<file path="src/verilog/smc_defines.svh">
`ifndef SMC_DEFINES_SVH
`define SMC_DEFINES_SVH

// ----------------------------------------------------------
// External access timing
// ----------------------------------------------------------

// Strobe low cycles per external byte, at least 1
`define SMC_STROBE_CYCLES 2

// ----------------------------------------------------------
// Bus widths
// ----------------------------------------------------------

// External SRAM byte address
`define SMC_EXT_ADDR_W 16

// AHB address and data
`define SMC_AHB_W 32

`endif

</file>
<file path="src/verilog/smc_pkg.sv">
`default_nettype none

`include "smc_defines.svh"

package smc_pkg;

  // AHB transfer type
  typedef enum logic [1:0] {
    TRN_IDLE   = 2'b00,
    TRN_BUSY   = 2'b01,
    TRN_NONSEQ = 2'b10,
    TRN_SEQ    = 2'b11
  } htrans_e;

  // AHB transfer size, 64 bit and up not supported
  typedef enum logic [2:0] {
    SZ_BYTE = 3'b000,
    SZ_HALF = 3'b001,
    SZ_WORD = 3'b010
  } hsize_e;

  typedef enum logic [1:0] {
    RSP_OKAY  = 2'b00,
    RSP_ERROR = 2'b01
  } hresp_e;

  // External access sequencer
  typedef enum logic [1:0] {
    ST_IDLE,   // No access, chip select high
    ST_SETUP,  // Address setup before strobe
    ST_STROBE, // Strobe low, more cycles to go
    ST_HOLD    // Last strobe cycle of a lane
  } smc_state_e;

  // One AHB address phase
  typedef struct packed {
    logic [`SMC_AHB_W-1:0] addr;
    logic [1:0]            xfer_size; // Low bits of hsize
    logic                  n_read;    // High for a write
  } smc_req_t;

  // External SRAM bus, strobes active low
  typedef struct packed {
    logic [`SMC_EXT_ADDR_W-1:0] ext_addr;
    logic                       n_cs;
    logic                       n_oe;
    logic                       n_we;
    logic [7:0]                 ext_wdata;
  } ext_bus_t;

endpackage

`default_nettype wire

</file>
<file path="src/verilog/smc_ahb_lite_if.sv">
`timescale 1ns/1ps
`default_nettype none

`include "smc_defines.svh"

module smc_ahb_lite_if (
  input  wire logic                  hclk20,
  input  wire logic                  n_sys_reset20,
  input  wire logic                  hsel,
  input  wire logic [`SMC_AHB_W-1:0] haddr,
  input  wire smc_pkg::htrans_e      htrans,
  input  wire logic                  hwrite,
  input  wire smc_pkg::hsize_e       hsize,
  input  wire logic [`SMC_AHB_W-1:0] hwdata,
  input  wire logic                  hready,     // Muxed bus ready
  input  wire logic                  smc_done,   // Last strobe cycle of a lane
  input  wire logic                  mac_done,   // Current lane is the last one
  input  wire logic [`SMC_AHB_W-1:0] read_data,
  output smc_pkg::smc_req_t          req,
  output logic                       new_access,
  output logic [`SMC_AHB_W-1:0]      write_data,
  output logic [`SMC_AHB_W-1:0]      hrdata,
  output logic                       hready_out,
  output smc_pkg::hresp_e            hresp
);

  import smc_pkg::*;

  logic addr_phase;  // Active transfer accepted this cycle
  logic misaligned;
  logic mis_err;
  logic r_ready;     // Registered part of ready
  logic r_hresp;     // Second ERROR cycle pending

  // ----------------------------------------------------------
  // Address phase decode
  // ----------------------------------------------------------

  assign req.addr      = haddr;
  assign req.xfer_size = hsize[1:0];
  assign req.n_read    = hwrite; // Write means read strobe unused

  assign addr_phase = hsel && hready &&
                      ((htrans == TRN_NONSEQ) || (htrans == TRN_SEQ));

  always_comb
  begin
    case (hsize)
      SZ_HALF: misaligned = haddr[0];
      SZ_WORD: misaligned = |haddr[1:0];
      default: misaligned = 1'b0; // Bytes always aligned
    endcase
  end

  assign mis_err    = addr_phase && misaligned;
  assign new_access = addr_phase && !misaligned;

  // ----------------------------------------------------------
  // Response and ready
  // ----------------------------------------------------------

  always_ff @(posedge hclk20 or negedge n_sys_reset20)
  begin
    if (!n_sys_reset20)
    begin
      hresp   <= RSP_OKAY;
      r_hresp <= 1'b0;
    end
    else if (mis_err)
    begin
      hresp   <= RSP_ERROR; // First cycle, ready low
      r_hresp <= 1'b1;
    end
    else if (r_hresp)
    begin
      hresp   <= RSP_ERROR; // Second cycle, ready high
      r_hresp <= 1'b0;
    end
    else
      hresp <= RSP_OKAY;
  end

  always_ff @(posedge hclk20 or negedge n_sys_reset20)
  begin
    if (!n_sys_reset20)
      r_ready <= 1'b1;
    else if (mis_err)
      r_ready <= 1'b0;
    else if (r_hresp)
      r_ready <= 1'b1;
    else if (hready)
      r_ready <= !new_access; // Idle, busy or unselected complete at once
  end

  // Wait state ends on the last strobe of the last lane
  assign hready_out = r_ready || (smc_done && mac_done);

  assign hrdata     = read_data;
  assign write_data = hwdata;

  // Two cycle ERROR response
  a_error_two_cycle: assert property (
    @(posedge hclk20) disable iff (!n_sys_reset20)
    (hresp == RSP_ERROR && !hready_out) |=> (hresp == RSP_ERROR && hready_out)
  ) else $error("ERROR response not completed with ready high");

endmodule

`default_nettype wire

</file>
<file path="src/verilog/smc_state_machine.sv">
`timescale 1ns/1ps
`default_nettype none

`include "smc_defines.svh"

module smc_state_machine (
  input  wire logic                  hclk20,
  input  wire logic                  n_sys_reset20,
  input  wire smc_pkg::smc_req_t     req,
  input  wire logic                  new_access,
  input  wire logic [`SMC_AHB_W-1:0] write_data,
  input  wire logic [1:0]            lane_idx,
  input  wire logic                  mac_done,
  output smc_pkg::ext_bus_t          ext_bus,
  output logic                       lane_start,
  output logic                       smc_done,
  output smc_pkg::smc_req_t          cur_req
);

  import smc_pkg::*;

  localparam int STROBE_N = `SMC_STROBE_CYCLES;
  localparam int EXT_W    = `SMC_EXT_ADDR_W;

  // Counter value on the cycle before HOLD
  localparam logic [3:0] CNT_HOLD = 4'(STROBE_N - 2);

  smc_state_e            state;
  smc_state_e            state_nxt;
  logic [3:0]            strobe_cnt; // Strobe cycles already spent in lane
  logic [`SMC_AHB_W-1:0] wdata_q;    // Write word for all lanes
  logic                  strobing;

  // ----------------------------------------------------------
  // Sequencer
  // ----------------------------------------------------------

  always_comb
  begin
    state_nxt = state;
    case (state)
      ST_IDLE:
        if (new_access)
          state_nxt = ST_SETUP;
      ST_SETUP:
        state_nxt = (STROBE_N > 1) ? ST_STROBE : ST_HOLD;
      ST_STROBE:
        if (strobe_cnt == CNT_HOLD)
          state_nxt = ST_HOLD;
      ST_HOLD:
        // Next lane, back to back access, or done
        if (!mac_done || new_access)
          state_nxt = ST_SETUP;
        else
          state_nxt = ST_IDLE;
      default:
        state_nxt = ST_IDLE;
    endcase
  end

  always_ff @(posedge hclk20 or negedge n_sys_reset20)
  begin
    if (!n_sys_reset20)
    begin
      state      <= ST_IDLE;
      strobe_cnt <= '0;
      cur_req    <= '0;
    end
    else
    begin
      state <= state_nxt;
      if (state == ST_STROBE)
        strobe_cnt <= strobe_cnt + 4'd1;
      else
        strobe_cnt <= '0;
      if (new_access)
        cur_req <= req; // Address phase held for the whole access
    end
  end

  // Data phase of the AHB transfer is the first SETUP
  always_ff @(posedge hclk20)
  begin
    if (state == ST_SETUP && lane_idx == 2'd0)
      wdata_q <= write_data;
  end

  assign lane_start = (state == ST_SETUP);
  assign smc_done   = (state == ST_HOLD);
  assign strobing   = (state == ST_STROBE) || (state == ST_HOLD);

  // ----------------------------------------------------------
  // External bus
  // ----------------------------------------------------------

  always_comb
  begin
    ext_bus.ext_addr  = cur_req.addr[EXT_W-1:0] + {{(EXT_W-2){1'b0}}, lane_idx};
    ext_bus.n_cs      = (state == ST_IDLE);
    ext_bus.n_oe      = !(strobing && !cur_req.n_read);
    ext_bus.n_we      = !(strobing && cur_req.n_read);
    ext_bus.ext_wdata = wdata_q[{lane_idx, 3'b000} +: 8]; // Little endian lane
  end

  // Write address held through every strobe cycle of a lane
  a_we_addr_stable: assert property (
    @(posedge hclk20) disable iff (!n_sys_reset20)
    !ext_bus.n_we |-> $stable(ext_bus.ext_addr)
  ) else $error("External address changed while write enable low");

endmodule

`default_nettype wire

</file>
<file path="src/verilog/smc_mac.sv">
`timescale 1ns/1ps
`default_nettype none

`include "smc_defines.svh"

module smc_mac (
  input  wire logic              hclk20,
  input  wire logic              n_sys_reset20,
  input  wire smc_pkg::smc_req_t cur_req,
  input  wire logic              lane_start,
  input  wire logic              smc_done,
  input  wire logic [7:0]        ext_rdata,
  output logic [1:0]             lane_idx,
  output logic                   mac_done,
  output logic [`SMC_AHB_W-1:0]  read_data
);

  import smc_pkg::*;

  logic [2:0]            lane_total; // Bytes in the transfer
  logic [`SMC_AHB_W-1:0] rd_buf;     // Completed read lanes

  // ----------------------------------------------------------
  // Lane count
  // ----------------------------------------------------------

  always_comb
  begin
    case (cur_req.xfer_size)
      2'b00:   lane_total = 3'd1;
      2'b01:   lane_total = 3'd2;
      default: lane_total = 3'd4; // Word
    endcase
  end

  assign mac_done = ({1'b0, lane_idx} == (lane_total - 3'd1));

  // Back to zero after the last lane, ready for the next access
  always_ff @(posedge hclk20 or negedge n_sys_reset20)
  begin
    if (!n_sys_reset20)
      lane_idx <= 2'd0;
    else if (smc_done)
    begin
      if (mac_done)
        lane_idx <= 2'd0;
      else
        lane_idx <= lane_idx + 2'd1;
    end
  end

  // ----------------------------------------------------------
  // Read data assembly
  // ----------------------------------------------------------

  always_ff @(posedge hclk20)
  begin
    if (lane_start && lane_idx == 2'd0)
      rd_buf <= '0; // Unused upper lanes read as zero
    else if (smc_done && !cur_req.n_read)
      rd_buf[{lane_idx, 3'b000} +: 8] <= ext_rdata;
  end

  // Current lane bypasses the buffer so the last byte is seen with ready
  always_comb
  begin
    read_data                          = rd_buf;
    read_data[{lane_idx, 3'b000} +: 8] = ext_rdata;
  end

  a_lane_in_range: assert property (
    @(posedge hclk20) disable iff (!n_sys_reset20)
    {1'b0, lane_idx} < lane_total
  ) else $error("Lane index past end of transfer");

endmodule

`default_nettype wire

</file>
<file path="src/verilog/smc_lite.sv">
`timescale 1ns/1ps
`default_nettype none

`include "smc_defines.svh"

module smc_lite (
  input  wire logic                  hclk20,
  input  wire logic                  n_sys_reset20,
  input  wire logic                  hsel,
  input  wire logic [`SMC_AHB_W-1:0] haddr,
  input  wire smc_pkg::htrans_e      htrans,
  input  wire logic                  hwrite,
  input  wire smc_pkg::hsize_e       hsize,
  input  wire logic [`SMC_AHB_W-1:0] hwdata,
  input  wire logic                  hready,
  input  wire logic [7:0]            ext_rdata, // SRAM read byte
  output logic [`SMC_AHB_W-1:0]      hrdata,
  output logic                       hready_out,
  output smc_pkg::hresp_e            hresp,
  output smc_pkg::ext_bus_t          ext_bus
);

  import smc_pkg::*;

  // ----------------------------------------------------------
  // Internal strobes and data
  // ----------------------------------------------------------

  smc_req_t              req;        // Live address phase
  smc_req_t              cur_req;    // Latched for the access
  logic                  new_access;
  logic [`SMC_AHB_W-1:0] write_data;
  logic [`SMC_AHB_W-1:0] read_data;
  logic                  lane_start;
  logic                  smc_done;
  logic                  mac_done;
  logic [1:0]            lane_idx;

  smc_ahb_lite_if u_ahb_if (
    .hclk20        (hclk20),
    .n_sys_reset20 (n_sys_reset20),
    .hsel          (hsel),
    .haddr         (haddr),
    .htrans        (htrans),
    .hwrite        (hwrite),
    .hsize         (hsize),
    .hwdata        (hwdata),
    .hready        (hready),
    .smc_done      (smc_done),
    .mac_done      (mac_done),
    .read_data     (read_data),
    .req           (req),
    .new_access    (new_access),
    .write_data    (write_data),
    .hrdata        (hrdata),
    .hready_out    (hready_out),
    .hresp         (hresp)
  );

  smc_state_machine u_state_machine (
    .hclk20        (hclk20),
    .n_sys_reset20 (n_sys_reset20),
    .req           (req),
    .new_access    (new_access),
    .write_data    (write_data),
    .lane_idx      (lane_idx),
    .mac_done      (mac_done),
    .ext_bus       (ext_bus),
    .lane_start    (lane_start),
    .smc_done      (smc_done),
    .cur_req       (cur_req)
  );

  smc_mac u_mac (
    .hclk20        (hclk20),
    .n_sys_reset20 (n_sys_reset20),
    .cur_req       (cur_req),
    .lane_start    (lane_start),
    .smc_done      (smc_done),
    .ext_rdata     (ext_rdata),
    .lane_idx      (lane_idx),
    .mac_done      (mac_done),
    .read_data     (read_data)
  );

endmodule

`default_nettype wire

</file>
<file path="config.mk">
export PLATFORM = sky130hd
export DESIGN_NAME = smc_lite
export DESIGN_NICKNAME = d
export VERILOG_FILES = /design/src/verilog/smc_pkg.sv /design/src/verilog/smc_ahb_lite_if.sv /design/src/verilog/smc_state_machine.sv /design/src/verilog/smc_mac.sv /design/src/verilog/smc_lite.sv
export VERILOG_INCLUDE_DIRS = /design/src /design/src/verilog
export SDC_FILE = /design/constraint.sdc
export NUM_CORES = 1
export LEC_CHECK = 0
export BUFFER_PORTS_ARGS = -buffer_cell sky130_fd_sc_hd__buf_2
export CAP_MARGIN = 20
export CORE_ASPECT_RATIO = 1.1
export CORE_MARGIN = 1.5
export CORE_UTILIZATION = 51
export CTS_CLUSTER_SIZE = 40
export DETAILED_ROUTE_END_ITERATION = 10
export GPL_TIMING_DRIVEN = 1
export PLACE_DENSITY_LB_ADDON = 0.08
export SETUP_SLACK_MARGIN = 0.02
export SLEW_MARGIN = 25
export SYNTH_ARGS = -nofsm -noshare
export SYNTH_HDL_FRONTEND = slang
export SYNTH_SLANG_ARGS = --single-unit
</file>
<file path="constraint.sdc">
create_clock -name hclk20 -period 3.15 [get_ports hclk20]
set_input_delay 0.315 -clock hclk20 [delete_from_list [all_inputs] [get_ports hclk20]]
set_output_delay 0.315 -clock hclk20 [all_outputs]
set_load 0.01 [all_outputs]
</file>
==> results.py <==
metrics = {
    "outcome": {
        "status": "finished clean",
    },
    "worst_hold_path": {
        "hold_path.class": "input pin to register",
    },
    "sta": {
        "whs_ps": 121,
        "hold_viol": 0,
        "finalSetupViolCount": 0,
        "slew_violations": 0,
        "clock-skew-final_ps": 12.6,
        "max_freq_mhz": 371,
        "fin_crit_ps": 2690,
        "setup_slack_ps": 458,
        "max_slew_margin_pct": 56.3,
        "setup_tns_ps": 0,
        "rsz0062_at_grt": "false",
        "timing.final.crit_share_pct": 85.5,
        "tightest_slew_ps": 656,
    },
    "floorplanning": {
        "io_pins": 144,
        "die_h_um": 102,
        "core-area_mm2": 0.00850,
        "start_util_pct": 53.4,
        "die-width_um": 92.9,
        "die-area_mm2": 0.00947,
        "fp-row-count": 35,
    },
    "place": {
        "io_buffers": 125,
        "dp_slack_ps": 839,
        "gp_congestion": 0.719,
        "dp_cells": 631,
        "dp_hpwl_mm": 6.87,
    },
    "logic_synthesis": {
        "netlist.area_leader.share_pct": 21.2,
        "ys_warn_count": 0,
        "ys_seq_area_share_pct": 51.9,
        "synth_edf_count": 32,
        "synth_nets": 504,
        "syn_area_per_cell_um2": 11.1,
        "yosysTopAreaCell": "edfxtp_1",
        "ys_top_cells_by_area": "edfxtp_1 21%, dfrtp_1 16%, dfxtp_1 14%, a311oi_1 6.2%, nand2_1 6.0%",
        "ys_ff_latch": 94,
        "synth_cells": 407,
        "synth_area_mm2": 0.00454,
        "synth_cell_types": 50,
        "async_flop_share_pct": 31.9,
        "synth_ff_type": "edfxtp_1",
    },
    "detailed_routing": {
        "drc": 0,
        "firstDrtPassIters": 6,
        "num_vias": 3477,
        "drt_iter0_markers": 159,
        "ant_nets": 0,
        "avgViaCountPerCell": 5.37,
        "routed_wl_mm": 9.65,
        "avgRoutedWirePerCell_um": 14.9,
    },
    "clocking": {
        "clk_latency_ps": 360,
        "clock_sinks": 94,
        "clkSlewWorstSetupHoldPaths_ps": 100,
        "cts-htree-levels": 3,
        "cts_tree": "done",
        "cts_root_buf": "clkbuf_8",
        "cts_made_buffers": 9,
        "cts_resized": 0,
        "cts.path.max_buffers": 2,
    },
    "finish": {
        "drive_gt1_share_pct": 31.3,
        "layout_common_cells": "125 x buf_2, 72 x nand2_1, 36 x nor2_1",
        "final_common_cell": "buf_2",
        "multiInputGateArea_mm2": 0.00205,
        "diodes": 0,
        "regArea_mm2": 0.00235,
        "final_net_count": 629,
        "fin_cells": 648,
        "fill_cells": 734,
        "areaGrowthSynthToFinish_pct": 21.0,
    },
    "power_and_ir_drop": {
        "total_power_uw": 5160,
        "p_int_uw": 3160,
        "switching_share_pct": 38.8,
        "irDropWorstVdd_uv": 427,
        "pwr-share-comb_pct": 46.3,
        "power.leakage_uw": 0.00242,
        "power.density_mw_per_mm2": 940,
        "seqPwrFrac_pct": 37.3,
        "switching_power_uw": 2000,
        "clkPwrFrac_pct": 16.4,
    },
    "critical_path": {
        "regToRegStartpoint": "u_mac.lane_idx[0]$_DFFE_PN0P_",
        "r2r_slack_ps": 970,
        "crit_path_end_kind": "primary output",
        "reg2reg_depth": 6,
        "endpoint": "hrdata[9]",
        "path_common_cell": "nand2_1",
        "cp.required_ps": 2830,
        "crit_start": "u_mac.lane_idx[0]$_DFFE_PN0P_",
        "crit_chain": "buf_4 > ha_1 > nand2_1 > nor3_2 > nand2_1 > nand2_1 > buf_2",
        "rr_endpoint": "u_mac.rd_buf[14]$_SDFFE_PP0P_",
        "cp-start-kind": "register",
        "path_max_fanout": 12,
        "crit_type": "register to primary output",
        "arrival_ps": 2380,
        "cpPeakStageDelay_ps": 480,
        "crit_slowest_cell": "dfrtp_1",
    },
    "grt": {
        "grt_start_max_net_pins": 65,
        "grt-ovfl-total": 0,
        "grt_pass1_vias": 3283,
        "track_usage_pct": 21.2,
        "antenna_found_initial": 0,
        "grt_pass1_wl_mm": 15.6,
    },
    "flow_run": {
        "cap_viol_max_count": 0,
    },
}
layer usage:
metal / vias up / wire, um / global-route usage, %
met5: - / 0 / 0
met4: 0 / 182 / 7.81
met3: 16 / 512 / 4.39
met2: 99 / 4770 / 35.7
met1: 1661 / 4180 / 27.2
li1: 1701 / - / -
worst min-delay path by stage:
stage                                              end  cells after the start           from
3_3_place_gp   u_state_machine.strobe_cnt[1]$_DFF_PN0_                      1  n_sys_reset20
3_5_place_dp   u_state_machine.strobe_cnt[1]$_DFF_PN0_                      1  n_sys_reset20
6_report          u_state_machine.wdata_q[3]$_DFFE_PP_                      1      hwdata[3]
2_1_floorplan              u_ahb_if.hresp[0]$_DFF_PN0_                      0  n_sys_reset20
5_1_grt          u_state_machine.wdata_q[26]$_DFFE_PP_                      1     hwdata[26]
4_1_cts          u_state_machine.wdata_q[26]$_DFFE_PP_                      1     hwdata[26]
what timing repair did:
item | CTS | global route
endpoints found under the hold margin | 11 | 0
setup buffers | 0 | 0
hold buffers | 1 | 0
flip-flops by register name (all words and copies together) (netlist names):
register                    flops
u_state_machine.strobe_cnt      4
u_state_machine.cur_req        19
u_state_machine.wdata_q        32
u_mac.rd_buf                   32
u_state_machine.state           2
u_mac.lane_idx                  2
u_ahb_if.hresp                  1
u_ahb_if.r_ready                1
u_ahb_if.r_hresp                1
stage by stage:
stage / area (um^2) / util, %
2_1_floorplan: 4540 / -
3_3_place_gp: 5270 / 62.0
3_5_place_dp: 5270 / 62.0
4_1_cts: 5490 / 64.6
5_1_grt: 5490 / 64.6
6_report: 5490 / 64.6
Yosys cell counts, types with 2 or more instances:
| cell type | number |
|---|---|
| nand2_1 | 72 |
| nor2_1 | 36 |
| nand2b_1 | 34 |
| a311oi_1 | 32 |
| dfxtp_1 | 32 |
| edfxtp_1 | 32 |
| dfrtp_1 | 29 |
| mux2_1 | 19 |
| ha_1 | 14 |
| xnor2_1 | 11 |
| inv_1 | 9 |
| mux4_2 | 8 |
| xor2_1 | 8 |
| buf_2 | 7 |
| clkbuf_1 | 6 |
| nand3_1 | 6 |
| and2_1 | 4 |
| nand4_1 | 4 |
| buf_6 | 3 |
| nor2b_1 | 3 |
| nor3_1 | 3 |
| o21ai_0 | 3 |
| a21oi_1 | 2 |
| and3_1 | 2 |
| buf_4 | 2 |
| o21ai_1 | 2 |
cell type report:
class / count / area share (%)
flip-flops and latches: 94 / 42.9
multi-input cells: 285 / 37.4
repair buffers: 132 / 12.6
well taps: 111 / 2.53
clock buffers: 9 / 2.26
clock inverters: 7 / 1.60
inverters: 10 / 0.684
power by group through the flow:
stage | logic [uW] | registers (uW) | clock network, uW
after CTS | 2420 | 1920 | 870
after detailed placement | 2400 | 1950 | 0
after floorplan | 1690 | 1890 | 0
after global placement | 2350 | 1920 | 0
final | 2390 | 1920 | 845
after global routing | 2670 | 1980 | 921
critical path: cells and delay by family, from the launching register on:
| kind | cells | cell delay, ps |
|---|---|---|
| flops | 1 | 480 |
| buf+inv | 2 | 430 |
| simple gates | 4 | 750 |
| fa+ha+maj | 1 | 350 |
cells by family after synthesis:
logic type               count (synthesis)  synth area share, %
other                                    1               0.0827
adder cells (fa/ha/maj)                 15                 4.30
multiplexers                            28                 9.02
AND/OR/NAND/NOR                        172                 18.6
flip-flops                              94                 51.9
buffers and inverters                   28                 3.17
AO/OA/AOI/OAI                           50                 9.27
XOR/XNOR                                19                 3.67
Power figures use the tool's default switching activity.
